`src/verilog/cas_cfg.svh`:
```
`ifndef CAS_CFG_SVH
`define CAS_CFG_SVH

////////////////////////////////////////////////////////////////////////
// cassette input path sizing
////////////////////////////////////////////////////////////////////////

// audio ADC sample width in codes
`define CAS_ADC_W 12

// averaging depth as a power of two
// 9 gives a 512 sample window, roughly a 100 Hz high-pass at 48 kHz
`define CAS_AVG_LOG2 9

// hysteresis margin around the mean, in ADC codes
// about 0.1 V on the board ADC
`define CAS_THRESHOLD 100

////////////////////////////////////////////////////////////////////////
// audio side
////////////////////////////////////////////////////////////////////////

// sound DAC width from the machine core
`define CAS_SOUND_W 12

// mixed audio word sent to the codec
`define CAS_AUDIO_W 16

`endif

```
`src/verilog/cas_pkg.sv`:
```
`default_nettype none

`include "cas_cfg.svh"

package cas_pkg;

	// one ADC sample, also used for the mean level
	typedef logic [`CAS_ADC_W-1:0] adc_sample_t;

	// running sum over the full history window
	// one sample width plus the log2 of the depth, so it never overflows
	typedef logic [`CAS_ADC_W+`CAS_AVG_LOG2-1:0] adc_total_t;

	// sound DAC value from the machine
	typedef logic [`CAS_SOUND_W-1:0] sound_t;

	// mixed output word
	typedef logic [`CAS_AUDIO_W-1:0] audio_word_t;

	//////////////////////////////////////////////////////////////////////
	// derived sizes
	//////////////////////////////////////////////////////////////////////

	// number of zero bits padding the bottom of the audio word
	// speaker bit, sound bits, then the pad
	localparam int AUDIO_PAD_W = `CAS_AUDIO_W - `CAS_SOUND_W - 1;

endpackage

`default_nettype wire

```
`src/verilog/adc_capture.sv`:
```
`timescale 1ns/1ps
`default_nettype none

// the ADC flags each new conversion by toggling its sync line
// a toggle in either direction means one fresh sample
module adc_capture
	import cas_pkg::*;
(
	input  wire logic        clk_sys,
	input  wire logic        i_rst,
	input  wire logic        i_adc_sync,
	input  wire adc_sample_t i_adc_data,
	output logic             o_stb,
	output adc_sample_t      o_sample
);

	// last sync level seen on a clock edge
	logic sync_q;
	logic sync_edge;

	// either polarity of change counts
	assign sync_edge = sync_q ^ i_adc_sync;

	////////////////////////////////////////////////////////////////////
	// toggle detect
	////////////////////////////////////////////////////////////////////

	always_ff @(posedge clk_sys)
	begin
		if (i_rst)
		begin
			// take the live level so reset release gives no false strobe
			sync_q <= i_adc_sync;
			o_stb  <= 1'b0;
		end
		else
		begin
			sync_q <= i_adc_sync;
			// single cycle pulse per toggle
			o_stb  <= sync_edge;
		end
	end

	// sample register, only loaded on a toggle
	always_ff @(posedge clk_sys)
	begin
		if (sync_edge)
		begin
			o_sample <= i_adc_data;
		end
	end

endmodule

`default_nettype wire

```
`config.mk`:
```
export PLATFORM = sky130hd
export DESIGN_NAME = adc_capture
export DESIGN_NICKNAME = d
export VERILOG_FILES = /design/src/verilog/cas_pkg.sv /design/src/verilog/adc_capture.sv
export VERILOG_INCLUDE_DIRS = /design/src /design/src/verilog
export SDC_FILE = /design/constraint.sdc
export NUM_CORES = 1
export LEC_CHECK = 0
export BUFFER_PORTS_ARGS = -buffer_cell sky130_fd_sc_hd__buf_4
export CORE_AREA = 2 2 39 41
export DETAILED_ROUTE_END_ITERATION = 8
export DIE_AREA = 0 0 41 43
export GPL_ROUTABILITY_DRIVEN = 1
export PLACE_DENSITY_LB_ADDON = 0.2
export SYNTH_ARGS = -nofsm -noshare
export SYNTH_HDL_FRONTEND = slang
export SYNTH_SLANG_ARGS = --single-unit
```
`constraint.sdc`:
```
create_clock -name clk_sys -period 3.76 [get_ports clk_sys]
set_input_delay 0.564 -clock clk_sys [delete_from_list [all_inputs] [get_ports clk_sys]]
set_output_delay 0.564 -clock clk_sys [all_outputs]
set_load 0.02 [all_outputs]
```
Yosys cells after proc, flatten, opt, wreduce, memory -nomap -nowiden
Index checks and enable logic that the tools add are counted.

word-level totals
  input bits = 15
  bits in registers = 14
  output and inout bits = 13
  word-level logic and storage cells = 4

operators by class
  bitwise gates (word level) = 1

operators with widths
  operator       count
  $xor A1 B1 Y1  1

Longest topological paths before layout
  word-level depth = 1
  mapped depth = 2

Worst setup path before layout
Ideal clock, no wire load.

  path type = input to register
  start point = in i_adc_sync
  end point = reg o_sample[0], enable pin
  stages on the path = 1
  arrival = 1.221 ns
  setup slack = 2.153 ns
  cells stage by stage = xor2_1

between the ends
  longest elaborated chain between the ends = 1

RTL lines
  what                  line               source
  from (decl)           adc_capture.sv:11  input wire logic i_adc_sync,
  $xor A1 B1 Y1         adc_capture.sv:22  assign sync_edge = sync_q ^ i_adc_sync;
  to (signal assigned)  adc_capture.sv:49  o_sample <= i_adc_data;
  to (decl)             adc_capture.sv:14  output adc_sample_t o_sample

Every way passes these cells.
A chain may end at the register's enable or synchronous reset.

Worst setup path in the final report
  start point = in i_adc_sync
  end point = reg o_sample[8], enable pin

between the ends
  longest elaborated chain between the ends = 1

RTL lines
  what                 line               source
  $xor A1 B1 Y1        adc_capture.sv:22
  named net sync_edge  adc_capture.sv:19  logic sync_edge;

The timed path passes the listed nets, and every way through them passes these cells.

==> metrics.md <==
| Metric | Value |
|---|---|
| Largest cells by area after synthesis | edfxtp_1 86%, dfxtp_1 9.6%, and2b_2 2.1% |
| Gr busiest metal | met2 |
| Highest clock rate | 610 MHz |
| Final TNS setup | 0 ps |
| Clock Pin Slew Worst Setup and Hold Paths | 70 ps |
| Final WL | 638 um |
| Layout overhead on the synthesized area | 59.6% |
| CP Capture Type | flip-flop |
| Crit Path Class | input port to flip-flop |
| Wirelength per Cell | 10.1 um |
| Core Footprint | 1380 um2 |
| Measured slew at the worst slew-check pin | 1080 ps |
| Placed Cells | 59 |
| Startpoint Class | input port |
| Initial Utilization | 30.2% |
| CP Buf/Inv Count | 1 |
| DRT iter0 DRCs | 1 |
| Post-route DRC | 0 |
| Post-Route Skew | 7.34 ps |
| Most common cell after layout, fill and taps aside | buf_4 |
| Outcome | finished, final reports clean |
| Placer Congestion | 0.566 |
| Row count | 14 |
| Syn Area/Cell | 26.1 um2 |
| Layout Nets | 63 |
| Worst Path Required | 3640 ps |
| CTS Root Buffer Type | clkbuf_4 |
| Detailed-router iteration count before antenna repair | 2 |
| Syn nets | 31 |
| Routed Antenna Nets | 0 |
| M1 GR Usage | 10.0% |
| Cell variety after synth | 4 |
| Pwr dens | 474 nW/um2 |
| CTS Buffer Depth | 2 |
| Final Max Slew Viols | 0 |
| Final setup vio count | 0 |
| Die height | 43 um |
| Finished Layout Cells | 63 |
| Synth Cell Area | 418 um2 |
| Arr. time, crit path | 1520 ps |
| CP max stage delay | 840 ps |
| TritonCTS buffer count | 3 |
| Largest net degree at the start of global routing | 14 |
| Max FO, Critical Path | 13 |
| Total number of vias | 251 |
| Max Cap Violations | 0 |
| Worst-Skew Late Latency | 260 ps |
| Post-synthesis cell count | 16 |
| Minimum clock period | 1640 ps |
| GRT overflow | 0 |
| # resized after CTS | 0 |
| DIE AREA | 1760 um2 |
| Initial antenna violation count | 0 |
| IO Count | 28 |
| Register area share after synthesis | 95.8% |
| Vias in the first global route | 203 |
| Critical path, cell by cell | buf_4 > xor2_1 |
| Hold-fix buffers at CTS | 0 |
| FF-to-FF setup slack | 2220 ps |
| GR Util met2 | 12.5% |
| All-Layer GR Usage | 8.51% |
| Rel. slew slack | 27.9% |
| Post CTS Setup Buffer Count | 0 |
| Share of cells above drive strength 1 | 66.0% |
| Leak Pwr | 0.289 nW |
| Die X | 41 um |
| Vias per inst | 3.98 |
| RSZ-0062 raised after global routing | no |
| Synth area leader | edfxtp_1 |
| CTS tree | done |
| Yosys top cell area share | 86.2% |
| Final Hold Fails | 0 |
| Crit share post-route | 43.6% |
| Yosys warnings | 0 |
| Worst vdd ir | 0.258 mV |
| Worst hold path class | input port to flip-flop |
| Highest-count cells in the layout ignoring fill and taps | 27 x buf_4, 12 x edfxtp_1, 3 x clkbuf_4, 2 x dfxtp_1 |
| Synth Register Bits | 14 |
| Clock sink count | 14 |
| M3 GR Usage | 5.76% |
| ANT cells | 0 |
| # port buffers | 27 |
| First-pass GRT wire length | 959 um |
| Crit path max-delay cell type | xor2_1 |
| H-tree Lvls | 1 |
| Crit-path leading delay family | XOR/XNOR gates |
-- cells by family after synthesis --
group         after synthesis  share of synthesized area, %
flops                      14                          95.8
xor+xnor                    1                          2.10
simple gates                1                          2.10
-- through the flow --
step                      utilization, %  hold slack [ps]  cell area, um2  total power [mW]  worst slack (ps)
after global placement              46.3              684             641             0.238              1870
after global routing                48.2              401             667             0.336              1980
after CTS                           48.2              408             667             0.321              2100
after detailed placement            46.3              685             641             0.239              1810
after floorplan                        -              592             418             0.210              2150
final                               48.2              418             667             0.316              2120
-- metal layers --
layer | part of all wire [%] | routed length [um]
met2 | 53 | 341
met4 | 0 | 0
met5 | 0 | 0
met1 | 35 | 223
met3 | 11 | 73
-- cells in the mapped netlist, drive strengths merged --
cell,number
edfxtp,12
xor2,1
dfxtp,2
and2b,1
-- state kept, by name (all words and copies together), names as in the netlist --
name	flops
o_stb	1
o_sample	12
sync_q	1
-- power by group --
part | total (mW) | switching, mW | internal, mW
registers | 0.186 | 0.00300 | 0.183
logic | 0.0478 | 0.0245 | 0.0232
clock network | 0.0820 | 0.0411 | 0.0409
total | 0.316 | 0.0686 | 0.248
-- layout make-up --
cell class | count | area, um2
Sequential cell | 14 | 400
Timing Repair Buffer | 27 | 203
Multi-Input combinational cell | 2 | 17.5
Tap cell | 16 | 20.0
Clock buffer | 4 | 26.3
Fill cell | 130 | 717
-- worst paths after layout --
path | start | endpoint | depth (start not counted)
worst min register to register | sync_q$_DFF_P_ | o_sample[10]$_DFFE_PP_ | 1
worst min-delay path | i_adc_sync | sync_q$_DFF_P_ | 1
worst max register to register | sync_q$_DFF_P_ | o_sample[8]$_DFFE_PP_ | 1
worst max-delay path | i_adc_sync | o_sample[8]$_DFFE_PP_ | 2
(Power assumes the default switching activity.)
