### src/verilog/cas_cfg.svh
`ifndef CAS_CFG_SVH
`define CAS_CFG_SVH

////////////////////////////////////////////////////////////////////////
// cassette input path sizing
////////////////////////////////////////////////////////////////////////

// audio ADC sample width in codes
`define CAS_ADC_W 12

// averaging depth as a power of two
// 9 gives a 512 sample window, roughly a 100 Hz high-pass at 48 kHz
`define CAS_AVG_LOG2 9

// hysteresis margin around the mean, in ADC codes
// about 0.1 V on the board ADC
`define CAS_THRESHOLD 100

////////////////////////////////////////////////////////////////////////
// audio side
////////////////////////////////////////////////////////////////////////

// sound DAC width from the machine core
`define CAS_SOUND_W 12

// mixed audio word sent to the codec
`define CAS_AUDIO_W 16

`endif

### src/verilog/cas_pkg.sv
`default_nettype none

`include "cas_cfg.svh"

package cas_pkg;

	// one ADC sample, also used for the mean level
	typedef logic [`CAS_ADC_W-1:0] adc_sample_t;

	// running sum over the full history window
	// one sample width plus the log2 of the depth, so it never overflows
	typedef logic [`CAS_ADC_W+`CAS_AVG_LOG2-1:0] adc_total_t;

	// sound DAC value from the machine
	typedef logic [`CAS_SOUND_W-1:0] sound_t;

	// mixed output word
	typedef logic [`CAS_AUDIO_W-1:0] audio_word_t;

	//////////////////////////////////////////////////////////////////////
	// derived sizes
	//////////////////////////////////////////////////////////////////////

	// number of zero bits padding the bottom of the audio word
	// speaker bit, sound bits, then the pad
	localparam int AUDIO_PAD_W = `CAS_AUDIO_W - `CAS_SOUND_W - 1;

endpackage

`default_nettype wire

### src/verilog/cas_audio_mixer.sv
`timescale 1ns/1ps
`default_nettype none

// tape source select and audio word assembly
// one selected bit feeds both the machine and the monitor path
module cas_audio_mixer
	import cas_pkg::*;
(
	input  wire logic   clk_sys,
	input  wire logic   i_rst,
	input  wire logic   i_adc_bit,
	input  wire logic   i_file_bit,
	input  wire logic   i_src_adc,
	input  wire logic   i_monitor,
	input  wire logic   i_sndout,
	input  wire sound_t i_sound,
	output logic        o_cas_bit,
	output audio_word_t o_audio
);

	logic        tape_bit;
	logic        mon_bit;
	audio_word_t audio_next;

	////////////////////////////////////////////////////////////////////
	// mix
	////////////////////////////////////////////////////////////////////

	always_comb
	begin
		// ADC slicer or file player
		tape_bit = i_src_adc ? i_adc_bit : i_file_bit;
		// tape only heard while monitoring
		mon_bit  = i_monitor & tape_bit;
		// speaker bit loudest, then the DAC, tape bit quiet in sound bit 5
		audio_next = {
			i_sndout,
			i_sound[11:6],
			i_sound[5] ^ mon_bit,
			i_sound[4:0],
			{AUDIO_PAD_W{1'b0}}
		};
	end

	// both outputs registered every cycle
	always_ff @(posedge clk_sys)
	begin
		if (i_rst)
		begin
			o_cas_bit <= 1'b0;
			o_audio   <= '0;
		end
		else
		begin
			o_cas_bit <= tape_bit;
			o_audio   <= audio_next;
		end
	end

endmodule

`default_nettype wire

### config.mk
export PLATFORM = sky130hd
export DESIGN_NAME = cas_audio_mixer
export DESIGN_NICKNAME = d
export VERILOG_FILES = /design/src/verilog/cas_pkg.sv /design/src/verilog/cas_audio_mixer.sv
export VERILOG_INCLUDE_DIRS = /design/src /design/src/verilog
export SDC_FILE = /design/constraint.sdc
export NUM_CORES = 1
export LEC_CHECK = 0
export ABC_AREA = 1
export BUFFER_PORTS_ARGS = -buffer_cell sky130_fd_sc_hd__buf_2
export CAP_MARGIN = 10
export CORE_AREA = 2 2 39 41
export DETAILED_ROUTE_END_ITERATION = 8
export DIE_AREA = 0 0 41 43
export GPL_TIMING_DRIVEN = 0
export PLACE_DENSITY = 0.81
export SKIP_CTS_REPAIR_TIMING = 1
export SLEW_MARGIN = 5
export SYNTH_ARGS = -nofsm -noshare
export SYNTH_HDL_FRONTEND = slang
export SYNTH_SLANG_ARGS = --single-unit
### constraint.sdc
create_clock -name clk_sys -period 1.4 [get_ports clk_sys]
set_input_delay 0.28 -clock clk_sys [delete_from_list [all_inputs] [get_ports clk_sys]]
set_output_delay 0.28 -clock clk_sys [all_outputs]
set_load 0.01 [all_outputs]
Word level (Yosys, flattened, before mapping)
Index checks and enable logic that the tools add are counted.
{"block": "totals", "reg_bits": 17, "latch_bits": 0, "mem_bits_rw": 0, "rom_bits": 0, "in_bits": 19, "output_inout_bits": 17, "elab_cells": 6, "n_memories": 0}
{"block": "op_classes", "add_sub_neg": 0, "n_mul": 0, "n_div": 0, "magnitude_cmp": 0, "n_eq_ne": 0, "shifts": 0, "muxes": 1, "n_bitwise": 2, "reduce_logical": 0}
{"operator": "AND 1 bit", "n": 1}
{"operator": "two-way mux 1 bit", "n": 1}
{"operator": "XOR 1 bit", "n": 1}

Depth between registers and ports, before layout
{"block": "logic_depth", "depth_word": 3, "depth_mapped": 6, "ltp_nobuf": 6}

Least setup slack after synthesis
OpenSTA, ideal clock, no wires.
{"block": "synth_timing", "path_type": "input -> register", "startpoint": "in i_src_adc", "endpoint": "reg o_audio[8]", "t_arrival_ns": 0.573, "required_time_ns": 1.285, "setup_slack_ns": 0.712, "cell_stages": 4, "path_cell_list": "nand2_1 > nand2_2 > a21oi_1 > nor2_1"}
{"block": "synth_between", "elab_chain_len": 3}
{"item": "from (decl)", "line": "cas_audio_mixer.sv:13", "source": "input wire logic i_src_adc,"}
{"item": "two-way mux 1 bit", "line": "cas_audio_mixer.sv:32", "source": "tape_bit = i_src_adc ? i_adc_bit : i_file_bit;"}
{"item": "AND 1 bit", "line": "cas_audio_mixer.sv:34", "source": "mon_bit = i_monitor & tape_bit;"}
{"item": "XOR 1 bit", "line": "cas_audio_mixer.sv:39", "source": "i_sound[5] ^ mon_bit,"}
{"item": "to (signal assigned)", "line": "cas_audio_mixer.sv:56", "source": "o_audio <= audio_next;"}
{"item": "to (decl)", "line": "cas_audio_mixer.sv:18", "source": "output audio_word_t o_audio"}
No other way between the ends.
A chain may end at the register's enable or synchronous reset.

Final worst setup path
{"block": "layout_timing", "startpoint": "reg o_audio[9]", "endpoint": "out o_audio[9]"}
No word-level cell between the ends.

==> metrics.md <==
| Metric | Value |
|---|---|
| Final setup vio count | `0` |
| Die area | `around 1800 sq um` |
| Mapped Avg Cell Area | `between 8 and 9 sq um` |
| CP required | `~1100 ps` |
| Mean number of vias per cell | `3.79` |
| Total GRT Usage | `8.56%` |
| Share of cells above drive strength 1 | `46.7%` |
| Netlist Area Pre-Place | `455 sq um` |
| Wire per inst | `7.32 um` |
| RePlAce Congestion | `0.565` |
| Global-route wire length before repair | `about 1 mm` |
| Lkg Pwr | `between 0.4 and 0.5 nW` |
| Worst EP arrival | `about 690 ps` |
| CTS root buf | `clkbuf_4` |
| Row cnt | `14` |
| Power Density | `between 1000 and 1500 nW/um^2` |
| Fill cells | `151` |
| # DRC | `0` |
| Starting DRT DRC Count | `2` |
| CP cell instances | `buf_2` |
| RSZ-0062 raised after global routing | `false` |
| FMAX | `1030 MHz` |
| CTS buffer count | `3` |
| Min-delay src | `i_sound[9]` |
| Total Wirelength | `776 um` |
| Reg clk slew, reported paths | `~70 ps` |
| Hold Vio Cnt, Final | `0` |
| CP Capture Type | `primary output` |
| Post-Synth Adder-Cell Area | `0%` |
| Crit-path max FO | `1` |
| Syn Inst Count | `53` |
| Post-synthesis compound-gate area fraction | `2.20%` |
| Synth Area in XOR/XNOR | `0%` |
| CP Class | `register to primary output` |
| Worst hold path class | `primary input to register` |
| Starting density of the core | `32.9%` |
| Final net count | `around 110` |
| Startpoint types | `register` |
| Min Tclk post-route | `around 970 ps` |
| Io pins | `36` |
| Largest net degree at the start of global routing | `11` |
| Worst-case clock buffer depth | `2` |
| Synth Area in Simple Gates | `17.3%` |
| Combinational family with the most area after synthesis | `buffers and inverters` |
| DR vias | `402` |
| Register area share after synthesis | `61.5%` |
| Synth warn | `0` |
| Area Overhead vs Synth | `46.2%` |
| Hold EP | `o_audio[12]$_SDFF_PP0_` |
| Diode count | `0` |
| Placeable Area | `1380 sq um` |
| Worst hold slack | `between 200 and 250 ps` |
| Mux cell area share after synthesis | `0%` |
| Max-Cap Viols | `0` |
| CP max stage delay | `320 ps` |
| CTS tree | `yes` |
| Pre-Repair DR Iteration Count | `2` |
| Synth unique cells | `9` |
| Number of global-route vias before repair | `319` |
| Slowest stage cell, crit path | `dfxtp_1` |
| Hold Path Stages | `3` |
| Total clock sinks | `14` |
| Crit path buffers/inverters | `1` |
| Die height | `43 um` |
| Die Width | `between 40 and 50 um` |
| Worst path top cell family by delay | `flip-flops` |
| Initial antenna violation count | `0` |
| H-tree levels | `1` |
| Fin Setup TNS | `0 ps` |
| HPWL Detailed | `670 um` |
| Synth Register Bits | `14` |
| Fin crit share | `a little over two thirds` |
| Maximum vdd drop | `about 0.00043 V` |
| Outcome | `completed` |
| Final Max Slew Viols | `0` |
| Port Buffers | `32` |
| Pwr Total | `726 uW` |
| Post-DRT Antenna Nets | `0` |
| Congestion Overflow GR | `0` |
==> metrics by stage <==
step	setup slack, ps	cell area, sq um	cells	util, %
6_report	426	666	106	48.1
5_1_grt	378	666	106	48.1
4_1_cts	409	666	106	48.1
3_5_place_dp	572	643	103	46.5
3_3_place_gp	577	643	103	46.5
2_1_floorplan	712	463	55	-
==> cell families after synthesis <==
logic type             Yosys count
AND/OR/NAND/NOR                 18
AO/OA/AOI/OAI                    2
other                            1
flip-flops                      14
buffers and inverters           18
==> flip-flops by register name, indices dropped and copies added (netlist names) <==
signal / count
o_audio: 13
o_cas_bit: 1
==> layout make-up <==
| class | count | area [sq um] | area share, % |
|---|---|---|---|
| Sequential cell | 14 | 280 | 42.1 |
| Timing Repair Buffer | 32 | 160 | 24.1 |
| Multi-Input combinational cell | 23 | 100 | 15.0 |
| Inverter | 14 | 52.6 | 7.89 |
| Buffer | 4 | 30.0 | 4.51 |
| Clock buffer | 3 | 22.5 | 3.38 |
| Tap cell | 16 | 20.0 | 3.01 |
==> cells in the final DEF, fill, tap and decap left out, drive strengths merged <==
master	instances
nand3	1
dfxtp	14
nand2	4
nor2	13
inv	14
conb	3
clkbuf	3
buf	36
a21oi	2
==> routing by layer <==
| layer | GRT usage [%] | wire (um) | vias to the layer above |
|---|---|---|---|
| met5 | 0 | 0 | - |
| met1 | 6.82 | 309 | 161 |
| met3 | 3.14 | 98 | 0 |
| li1 | - | - | 216 |
| met2 | 16.3 | 367 | 25 |
| met4 | 4.00 | 0 | 0 |
==> where the power goes <==
group	switching, mW	internal, mW
Combinational	0.0506	0.0503
Sequential	0.00424	0.420
Clock	0.102	0.0990
Total	0.157	0.569
==> synthesized netlist by cell type <==
master | number | share of area [%]
nor2_1 | 13 | 11
dfxtp_1 | 14 | 62
buf_4 | 4 | 6.6
inv_1 | 14 | 12
nand2_2 | 2 | 2.7
a21oi_1 | 2 | 2.2
nand2_1 | 2 | 1.6
conb_1 | 1 | 0.82
nand3_2 | 1 | 2.2
==> how the worst max path moves through the flow <==
stage                                       from               endpoint  slack (ps)  cells after the start
after CTS                  o_audio[9]$_SDFF_PP0_             o_audio[9]         410                      1
after global routing      o_audio[14]$_SDFF_PP0_            o_audio[14]         380                      1
final                      o_audio[9]$_SDFF_PP0_             o_audio[9]         430                      1
after floorplan                        i_src_adc  o_audio[8]$_SDFF_PP0_         710                      4
after global placement                 i_src_adc  o_audio[8]$_SDFF_PP0_         580                      5
after detailed placement               i_src_adc  o_audio[8]$_SDFF_PP0_         570                      5
Note: power is estimated with default switching activity, not from simulation.
