**config.mk**
```make
export PLATFORM = sky130hd
export DESIGN_NAME = tape_slicer
export DESIGN_NICKNAME = d
export VERILOG_FILES = /design/src/verilog/cas_pkg.sv /design/src/verilog/tape_slicer.sv
export VERILOG_INCLUDE_DIRS = /design/src /design/src/verilog
export SDC_FILE = /design/constraint.sdc
export NUM_CORES = 1
export LEC_CHECK = 0
export ABC_AREA = 1
export BUFFER_PORTS_ARGS = -buffer_cell sky130_fd_sc_hd__buf_2
export CORE_MARGIN = 4
export CORE_UTILIZATION = 45
export CTS_CLUSTER_DIAMETER = 40
export DETAILED_ROUTE_END_ITERATION = 8
export PLACE_DENSITY = 0.71
export REMOVE_ABC_BUFFERS = 1
export SLEW_MARGIN = 0
export SYNTH_ARGS = -nofsm -noshare
export SYNTH_HDL_FRONTEND = slang
export SYNTH_SLANG_ARGS = --single-unit
```
**constraint.sdc**
```tcl
create_clock -name clk_sys -period 2 [get_ports clk_sys]
set_input_delay 0.1 -clock clk_sys [delete_from_list [all_inputs] [get_ports clk_sys]]
set_output_delay 0.1 -clock clk_sys [all_outputs]
set_load 0.01 [all_outputs]
```
**src/verilog/cas_cfg.svh**
```systemverilog
`ifndef CAS_CFG_SVH
`define CAS_CFG_SVH

////////////////////////////////////////////////////////////////////////
// cassette input path sizing
////////////////////////////////////////////////////////////////////////

// audio ADC sample width in codes
`define CAS_ADC_W 12

// averaging depth as a power of two
// 9 gives a 512 sample window, roughly a 100 Hz high-pass at 48 kHz
`define CAS_AVG_LOG2 9

// hysteresis margin around the mean, in ADC codes
// about 0.1 V on the board ADC
`define CAS_THRESHOLD 100

////////////////////////////////////////////////////////////////////////
// audio side
////////////////////////////////////////////////////////////////////////

// sound DAC width from the machine core
`define CAS_SOUND_W 12

// mixed audio word sent to the codec
`define CAS_AUDIO_W 16

`endif

```
**src/verilog/cas_pkg.sv**
```systemverilog
`default_nettype none

`include "cas_cfg.svh"

package cas_pkg;

	// one ADC sample, also used for the mean level
	typedef logic [`CAS_ADC_W-1:0] adc_sample_t;

	// running sum over the full history window
	// one sample width plus the log2 of the depth, so it never overflows
	typedef logic [`CAS_ADC_W+`CAS_AVG_LOG2-1:0] adc_total_t;

	// sound DAC value from the machine
	typedef logic [`CAS_SOUND_W-1:0] sound_t;

	// mixed output word
	typedef logic [`CAS_AUDIO_W-1:0] audio_word_t;

	//////////////////////////////////////////////////////////////////////
	// derived sizes
	//////////////////////////////////////////////////////////////////////

	// number of zero bits padding the bottom of the audio word
	// speaker bit, sound bits, then the pad
	localparam int AUDIO_PAD_W = `CAS_AUDIO_W - `CAS_SOUND_W - 1;

endpackage

`default_nettype wire

```
**src/verilog/tape_slicer.sv**
```systemverilog
`timescale 1ns/1ps
`default_nettype none

`include "cas_cfg.svh"

// hysteresis comparator recovering the tape bit
// polarity is inverted, a low swing gives a one as on the real machine
module tape_slicer
	import cas_pkg::*;
(
	input  wire logic        clk_sys,
	input  wire logic        i_rst,
	input  wire logic        i_stb,
	input  wire adc_sample_t i_sample,
	input  wire adc_sample_t i_level,
	output logic             o_adc_bit
);

	// one guard bit so sums near full scale do not wrap
	localparam int CMP_W = `CAS_ADC_W + 1;

	typedef logic [CMP_W-1:0] cmp_t;

	localparam cmp_t THRESHOLD = cmp_t'(`CAS_THRESHOLD);

	cmp_t sample_ext;
	cmp_t level_ext;
	logic below_band;
	logic above_band;

	////////////////////////////////////////////////////////////////////
	// band compare
	////////////////////////////////////////////////////////////////////

	always_comb
	begin
		sample_ext = cmp_t'(i_sample);
		level_ext  = cmp_t'(i_level);
		// sample more than the threshold under the mean
		below_band = (sample_ext + THRESHOLD) < level_ext;
		// sample more than the threshold over the mean
		above_band = sample_ext > (level_ext + THRESHOLD);
	end

	// inside the band the last decision is kept
	always_ff @(posedge clk_sys)
	begin
		if (i_rst)
		begin
			o_adc_bit <= 1'b0;
		end
		else if (i_stb)
		begin
			if (below_band)
			begin
				o_adc_bit <= 1'b1;
			end
			else if (above_band)
			begin
				o_adc_bit <= 1'b0;
			end
		end
	end

endmodule

`default_nettype wire
```
### Yosys cells after proc, flatten, opt, wreduce, memory -nomap -nowiden

Index checks and enable logic that the tools add are counted.

| storage, ports and cells | value |
|---|---|
| flip-flop bits (word level) | 1 |
| latch bits | 0 |
| logic and storage cells | 9 |
| output and inout bits | 1 |
| memories kept | 0 |
| bits in read-only memories | 0 |
| RAM bits | 0 |
| input port bits | 27 |

| cells by class | value |
|---|---|
| mux-type cells | 2 |
| order comparisons | 2 |
| reduce and logical (&&, ||, !) cells | 2 |
| $mul | 0 |
| bitwise logic cells | 0 |
| div/mod/pow operators | 0 |
| add/sub/neg operators | 2 |
| shift operators | 0 |
| equality and inequality tests | 0 |

Operators with widths:

| kind | number |
|---|---|
| $add A12 B7 Y13 const B | 2 |
| $gt A12 B13 Y1 | 1 |
| $lt A13 B12 Y1 | 1 |
| $mux W1 | 2 |
| $reduce_and A2 Y1 | 1 |
| $reduce_bool A2 Y1 | 1 |

### Logic depth before layout (Yosys ltp)

Gate-level depths: netlist of run 1.

| logic depth | value |
|---|---|
| depth in word-level cells | 4 |
| mapped depth | 15 |
| gate-level depth less buffers | 15 |

### Worst setup path after synthesis of run 1

No wires, ideal clock.

| timing | value |
|---|---|
| path kind | input-to-reg |
| start | in i_level[2] |
| end | reg o_adc_bit |
| buffers on the path | 0 |
| setup slack | 318 ps |
| data arrival time | 1616 ps |
| cell stages on the path | 14 |
| setup time | 66 ps |
| required time | 1934 ps |
| path through | ha_1 a21oi_2 nand2_2 nand4_2 xor2_1 ha_1 inv_1 nor3_2 nand2_1 o21ai_0 nor2_1 nand2_1 nand2_1 a21oi_2 |

| between the ends | value |
|---|---|
| word-level cells in the longest chain between the ends | 4 |
| elaborated cells between the ends (all ways) | 6 |
| classes of those cells | add/sub (1); order compare (2); mux (1); reduce/logical (2) |

Ends and longest elaborated chain:

| element | RTL line | text |
|---|---|---|
| from (decl) | tape_slicer.sv:15 | `input wire adc_sample_t i_level,` |
| $add A12 B7 Y13 | tape_slicer.sv:42 | `above_band = sample_ext > (level_ext + THRESHOLD);` |
| $gt A12 B13 Y1 | tape_slicer.sv:42 |  |
| $reduce_bool A2 Y1 (no line) | n/a |  |
| $reduce_and A2 Y1 (no line) | n/a |  |
| to (signal assigned) | tape_slicer.sv:50 | `o_adc_bit <= 1'b0;` |
| to (signal assigned) | tape_slicer.sv:56 | `o_adc_bit <= 1'b1;` |
| to (signal assigned) | tape_slicer.sv:60 | `o_adc_bit <= 1'b0;` |
| to (decl) | tape_slicer.sv:16 | `output logic o_adc_bit` |

Parallel ways exist; a longest one is shown, timed or not.
A chain may end at the register's enable or synchronous reset.

### Worst setup path after layout of run 1

| timing | value |
|---|---|
| start | in i_sample[2] |
| end | reg o_adc_bit |

| between the ends | value |
|---|---|
| word-level cells in the longest chain between the ends | 4 |
| elaborated cells between the ends (all ways) | 6 |
| classes of those cells | add/sub (1); order compare (2); mux (1); reduce/logical (2) |

Ends and longest elaborated chain:

| element | RTL line | text |
|---|---|---|
| from (decl) | tape_slicer.sv:14 | `input wire adc_sample_t i_sample,` |
| $add A12 B7 Y13 | tape_slicer.sv:40 | `below_band = (sample_ext + THRESHOLD) < level_ext;` |
| $lt A13 B12 Y1 | tape_slicer.sv:40 |  |
| $reduce_bool A2 Y1 (no line) | n/a |  |
| $reduce_and A2 Y1 (no line) | n/a |  |

Parallel ways exist; a longest one is shown, timed or not.

==> run metrics, run 1 <==
status=finished clean; post-synthesis xor/xnor area fraction=11.1%; layout cells sized above 1=31.5%; switching part of the total power=between 50% and 60%; first-pass GRT wire length=~3.6 mm; area share of the largest cell type after synthesis=between 30% and 40%; die area=between 2000 and 3000 um^2; DRT Pass-1 Iters=4; Power Internal=roughly 150 uW; maxcap violations=0; critical path required time=about 1.9 ns; critical path class=primary input to flop; core region area=1980 um^2; fmax=~540 MHz; P_sw=between 150 and 200 uW; Die X=approximately 54 um; synthesized cell area=between 900 and 1000 um^2; CP Max Fanout=4; synthesized netlist cell count=~150; Worst EP arrival=between 1.5 and 2 ns; Starting DRT DRC Count=5; Via density=4.81; Static Leakage=approximately 0.00068 uW; Gate power share=between 90% and 100%; Max VDD drop=0.179 mV; Synth Area in Adders=about a third; Synth Area per Inst=approximately 6.5 um^2; post-synthesis sequential area ratio=around 2.1%; clk slew on worst S/H paths=0 ns; placed cells=201; initial antenna violation count=0; multiplexer area fraction after synthesis=0%; area leader, netlist=ha_1; startpoint types=primary input; endpoint type of the worst setup path=flop; Tmin final=between 1.5 and 2 ns; Area growth syn-to-layout=28.9%; TNS Setup=0 ns; routability cong.=0.798; Die Ht=approximately 54 um; Vias=between 900 and 1000; Yosys warning total=0; # IOs=28; Buffers on Ports=27; simple-gate share of the synthesized area=between 30% and 40%; CP cell instances=buf_2 > ha_1 > nand2_1 > nand2_2 > nand2_1 > xor2_1 > ha_1 > a21oi_1 > o21ai_0 > a21oi_2 > nand3_1 > a21oi_2; GRT Resource Usage Total=15.8%; number of flip-flops in the largest register=1; CTS hold repair buffers=0; Post-Route WL=roughly 2.3 mm; top post-synthesis cells by area=ha_1 32%, nand2_1 12%, inv_1 9.5%; antenna viol nets, final=0; Synth Area in Compound Gates=roughly 11%; dpl hpwl=just under 2 mm; clk_lat worst skew=0 ns; Final Slew Violations=0; Post-Layout Cell Count=205; Clock Skew=0 ns; Critical Path Start=i_sample[2]; HP Class=primary input to flop; Final Setup Violations=0; Flop pwr share=under 10%; Yosys cell types=24; Reg with most FFs=o_adc_bit; Final Hold Violating Endpoints=0; CP peak stage delay=~0.26 ns; vias in the first global route=881; Initial Util=between 40% and 50%; row count=16; Critical R2R Launch=o_adc_bit; Clk pwr share=0%; final instance area=1220 um^2; drt drc=0; drt wl/cell=around 11 um; WHS=around 0.26 ns; Slew headroom=approximately four fifths; diode count=0; Worst Hold Launch=i_rst; nets=about 230; Worst-Margin Slew=between 0.2 and 0.3 ns; DP Area=about 1100 um^2; Seq cells post-synth=1; grt total ovfl=0; RSZ-0062 raised after global routing=true; Largest regs=o_adc_bit x1; Cell Pwr Density=roughly 260 nW/um^2; slowest stage cell, crit path=ha_1; fin crit share=a little over 90%; CP Buf/Inv Count=1; top cell family by delay on the critical path=compound AO/OA/AOI/OAI gates; main combinational cell family by area after synthesis=simple AND/OR/NAND/NOR gates; largest net degree at the start of global routing=8
[cells in the final DEF (no fill, tap or decap)]
| cell | instances |
|---|---|
| nand2_1 | 29 |
| buf_2 | 24 |
| inv_1 | 23 |
| ha_1 | 23 |
| nor2_1 | 11 |
| xor2_1 | 9 |
| a21oi_1 | 7 |
| nand2_2 | 6 |
| nand3_1 | 5 |
| buf_4 | 5 |
| inv_2 | 4 |
| nor2_2 | 3 |
| xnor2_1 | 3 |
| nand3_2 | 3 |
| a21oi_2 | 3 |
| nand4_1 | 2 |
| o21ai_0 | 2 |
| o211ai_1 | 2 |
| buf_8 | 2 |
| or2_1 | 1 |
| a31oi_1 | 1 |
| nand3_4 | 1 |
| nand3b_1 | 1 |
| a21oi_4 | 1 |
| nand4_2 | 1 |
| clkinv_1 | 1 |
| nor3_2 | 1 |
| nor3_4 | 1 |
| o21ai_1 | 1 |
| ha_4 | 1 |
| dfxtp_1 | 1 |
[per-stage QoR]
stage / power [uW] / worst slack, ns / util (%)
after global placement: 269 / 0.0682 / 56.4
after global routing: 354 / -0.00339 / 61.7
after floorplan: 196 / 0.318 / -
after detailed placement: 279 / 0.0168 / 56.4
final: 314 / 0.143 / 61.7
after CTS: 280 / 0.0102 / 56.4
[cell type report]
class,instances,area [um^2]
fillers,182,759
multi-input cells,118,876
repair buffers,31,188
flip-flops and latches,1,20.0
inverters,28,105
well taps,27,33.8
[power by group through the flow]
stage | registers (uW) | logic [uW] | clock network, uW
floorplan | 24.7 | 171 | 0
global placement | 23.4 | 245 | 0
detailed placement | 23.5 | 256 | 0
CTS | 23.6 | 257 | 0
global route | 23.7 | 330 | 0
finish | 23.5 | 291 | 0
[per-layer routing]
layer  share of wire, %  track usage (%)  vias to the layer above
li1                   -                -                      541
met1                 47             22.2                      425
met2                 49             28.4                       20
met3                3.8                0                        0
met4                  0                0                        0
met5                  0                0                        -
[path summary, 6_finish.rpt]
kind | depth (start not counted) | slack [ns] | endpoint
setup / recovery | 12 | 0.14 | o_adc_bit
hold / removal | 2 | 0.26 | o_adc_bit
setup reg to reg | 2 | 1.45 | o_adc_bit
hold reg to reg | 2 | 0.46 | o_adc_bit
[synthesized netlist by cell type, drive strengths merged]
cell type	number
a21oi	11
a31oi	1
clkinv	1
dfxtp	1
ha	24
inv	27
nand2	35
nand3	9
nand3b	1
nand4	3
nor2	14
nor3	2
o211ai	2
o21ai	3
or2	1
xnor2	3
xor2	9
[what timing repair did]
action,in CTS,in global routing
buffers inserted,0,4
setup endpoints to repair,0,1
resized for setup,0,21
[cells by family after synthesis]
family                   after synthesis
AO/OA/AOI/OAI                         17
flip-flops                             1
adder cells (fa/ha/maj)               24
XOR/XNOR                              12
AND/OR/NAND/NOR                       65
buffers and inverters                 28
Power figures use the tool's default switching activity.
==> inputs of run 2 (changes only) <==
- CORE_UTILIZATION: 45 -> 50
- PLACE_DENSITY: 0.71 -> 0.78
- REMOVE_ABC_BUFFERS: 1 -> not set
==> run 2 against run 1 <==
  * Sequential power grew 2%
  * Via count is 5.3% higher
  * Combinational power about the same
  * Highest routed layer unchanged
  * Register-to-register slack hardly changed
  * Wire length rose by 1.2%
==> run metrics, run 2 (synthesis results as in run 1) <==
status=finished clean; critical path required time=1.93 ns (about the same); DP Area=1110 um^2 (-0.22%); Layout fillers=178 (-2.2%); WHS=0.267 ns (+0.00339 ns); Worst EP arrival=1.85 ns (+0.06 ns); Buffers on Ports=27 (unchanged); Max VDD drop=0.198 mV (+10%); Final Slew Violations=0 (unchanged); Final Hold Violating Endpoints=0 (unchanged); first-pass GRT wire length=3.91 mm (+8.8%); initial antenna violation count=0 (unchanged); RR Endpoint=o_adc_bit; met3 WL=86 um (-2.3%); Static Leakage=0.000665 uW (-1.6%); top sig layer=met3; HP Class=primary input to flop; Slew headroom=86.7% (+6.4 points); final instance area=1200 um^2 (-1.9%); fin crit share=95.7% (+2.8 points); R2R setup slack=1.44 ns (about the same); row count=15 (-1); drt drc=0 (unchanged); startpoint types=primary input; Largest regs=o_adc_bit x1; Critical R2R Launch=o_adc_bit; layout cells sized above 1=31.3% (-0.21 points); RSZ-0062 raised after global routing=true; clk slew on worst S/H paths=0 ns (unchanged); placed cells=199 (-1.0%); Final Setup Violations=0 (unchanged); fmax=522 MHz (-3.0%); Multi-input gate area=873 um^2 (-0.29%); die area=2660 um^2 (-8.6%); met1 wire length=1.03 mm (-4.6%); antenna viol nets, final=0 (unchanged); most frequent cells in the layout=28 x nand2_1, 24 x inv_1, 24 x buf_2; Critical Path Start=i_level[2]; routability cong.=0.843 (+5.6%); # IOs=28 (unchanged); Vias=1038 (+5.3%); Via density=5.16 (+7.4%); GRT Resource Usage Total=18.1% (+2.3 points); Post-Route WL=2.33 mm (+1.2%); met2 wire len=1.21 mm (+7.1%); critical path class=primary input to flop; most common cell after layout, fill and taps aside=nand2_1; reg2reg path depth=2 (unchanged); core region area=1760 um^2 (-11%); worst setup path end=o_adc_bit; largest net degree at the start of global routing=8 (unchanged); Die Ht=51.6 um (-4.4%); CP Max Fanout=4 (unchanged); Tmin final=1.91 ns (+0.0568 ns); Clock Skew=0 ns (unchanged); diode count=0 (unchanged); Worst-Margin Slew=0.198 ns (-0.0933 ns); dpl ws=0.00701 ns (-0.00979 ns); Syn Nets=around 200; drt wl/cell=11.6 um (+3.2%); number of flip-flops in the largest register=1 (unchanged); grt total ovfl=0 (unchanged); Die X=51.6 um (-4.4%); clk_lat worst skew=0 ns (unchanged); Seq. cell area=20.0 um^2 (unchanged); Reg with most FFs=o_adc_bit; maxcap violations=0 (unchanged); TNS Setup=0 ns (unchanged); Initial Util=53.8% (+5.9 points); vias in the first global route=982 (+11%); nets=229 (-0.87%); Area growth syn-to-layout=26.4%; DRT Pass-1 Iters=4 (unchanged); endpoint type of the worst setup path=flop; Post-Layout Cell Count=201 (-2.0%); Starting DRT DRC Count=17 (+12); Cell Pwr Density=260 nW/um^2 (+1.3%); dpl hpwl=2.05 mm (+5.1%); Final WS setup=0.0861 ns (-0.0568 ns)
==> run 2: worst min-delay path by stage <==
stage | endpoint | depth (start not counted) | start | slack (ns)
finish | o_adc_bit | 2 | i_rst | 0.27
global route | o_adc_bit | 2 | i_rst | 0.28
CTS | o_adc_bit | 2 | i_rst | 0.27
detailed placement | o_adc_bit | 2 | i_rst | 0.27
global placement | o_adc_bit | 2 | i_rst | 0.26
floorplan | o_adc_bit | 1 | i_rst | 0.16
==> run 2: layer usage <==
layer  global-route usage (%)  vias up
met5                        0        -
met4                        0        0
met3                        0        0
met2                     34.3       24
met1                     24.2      476
li1                         -      538
==> run 2: critical path: stages <==
cell,delay (ns)
buf_8,0.11
ha_4,0.16
a21oi_4,0.16
nand2_2,0.09
nand2_2,0.06
xor2_1,0.17
ha_1,0.28
nand2_2,0.10
a21oi_2,0.04
nor3_2,0.18
nand2_1,0.07
nand2_1,0.06
nand2_1,0.04
nand2_1,0.06
nand2_2,0.05
a21oi_2,0.11
==> run 2: final cells by class <==
type                       instances  area share [%]
timing repair buffer              29            14.1
inverter                          28            8.77
tap                               25            2.61
sequential                         1            1.67
multi-input combinational        118            72.9
==> run 2: repair_timing <==
| action | in CTS | in global routing |
|---|---|---|
| buffers inserted | 0 | 2 |
| hold buffers | 0 | 0 |
| gates resized for setup | 0 | 20 |
| endpoints found under the setup margin | 0 | 1 |
==> run 2: stage by stage <==
stage	utilization, %	total power (uW)
floorplan	-	196
global placement	63.2	267
detailed placement	63.2	282
CTS	63.2	284
global route	67.9	356
finish	67.9	312
==> run 2: power breakdown <==
part / switching, uW / total [uW] / internal, uW
clock network: 0 / 0 / 0
registers: 1.28 / 23.9 / 22.6
logic: 163 / 288 / 125
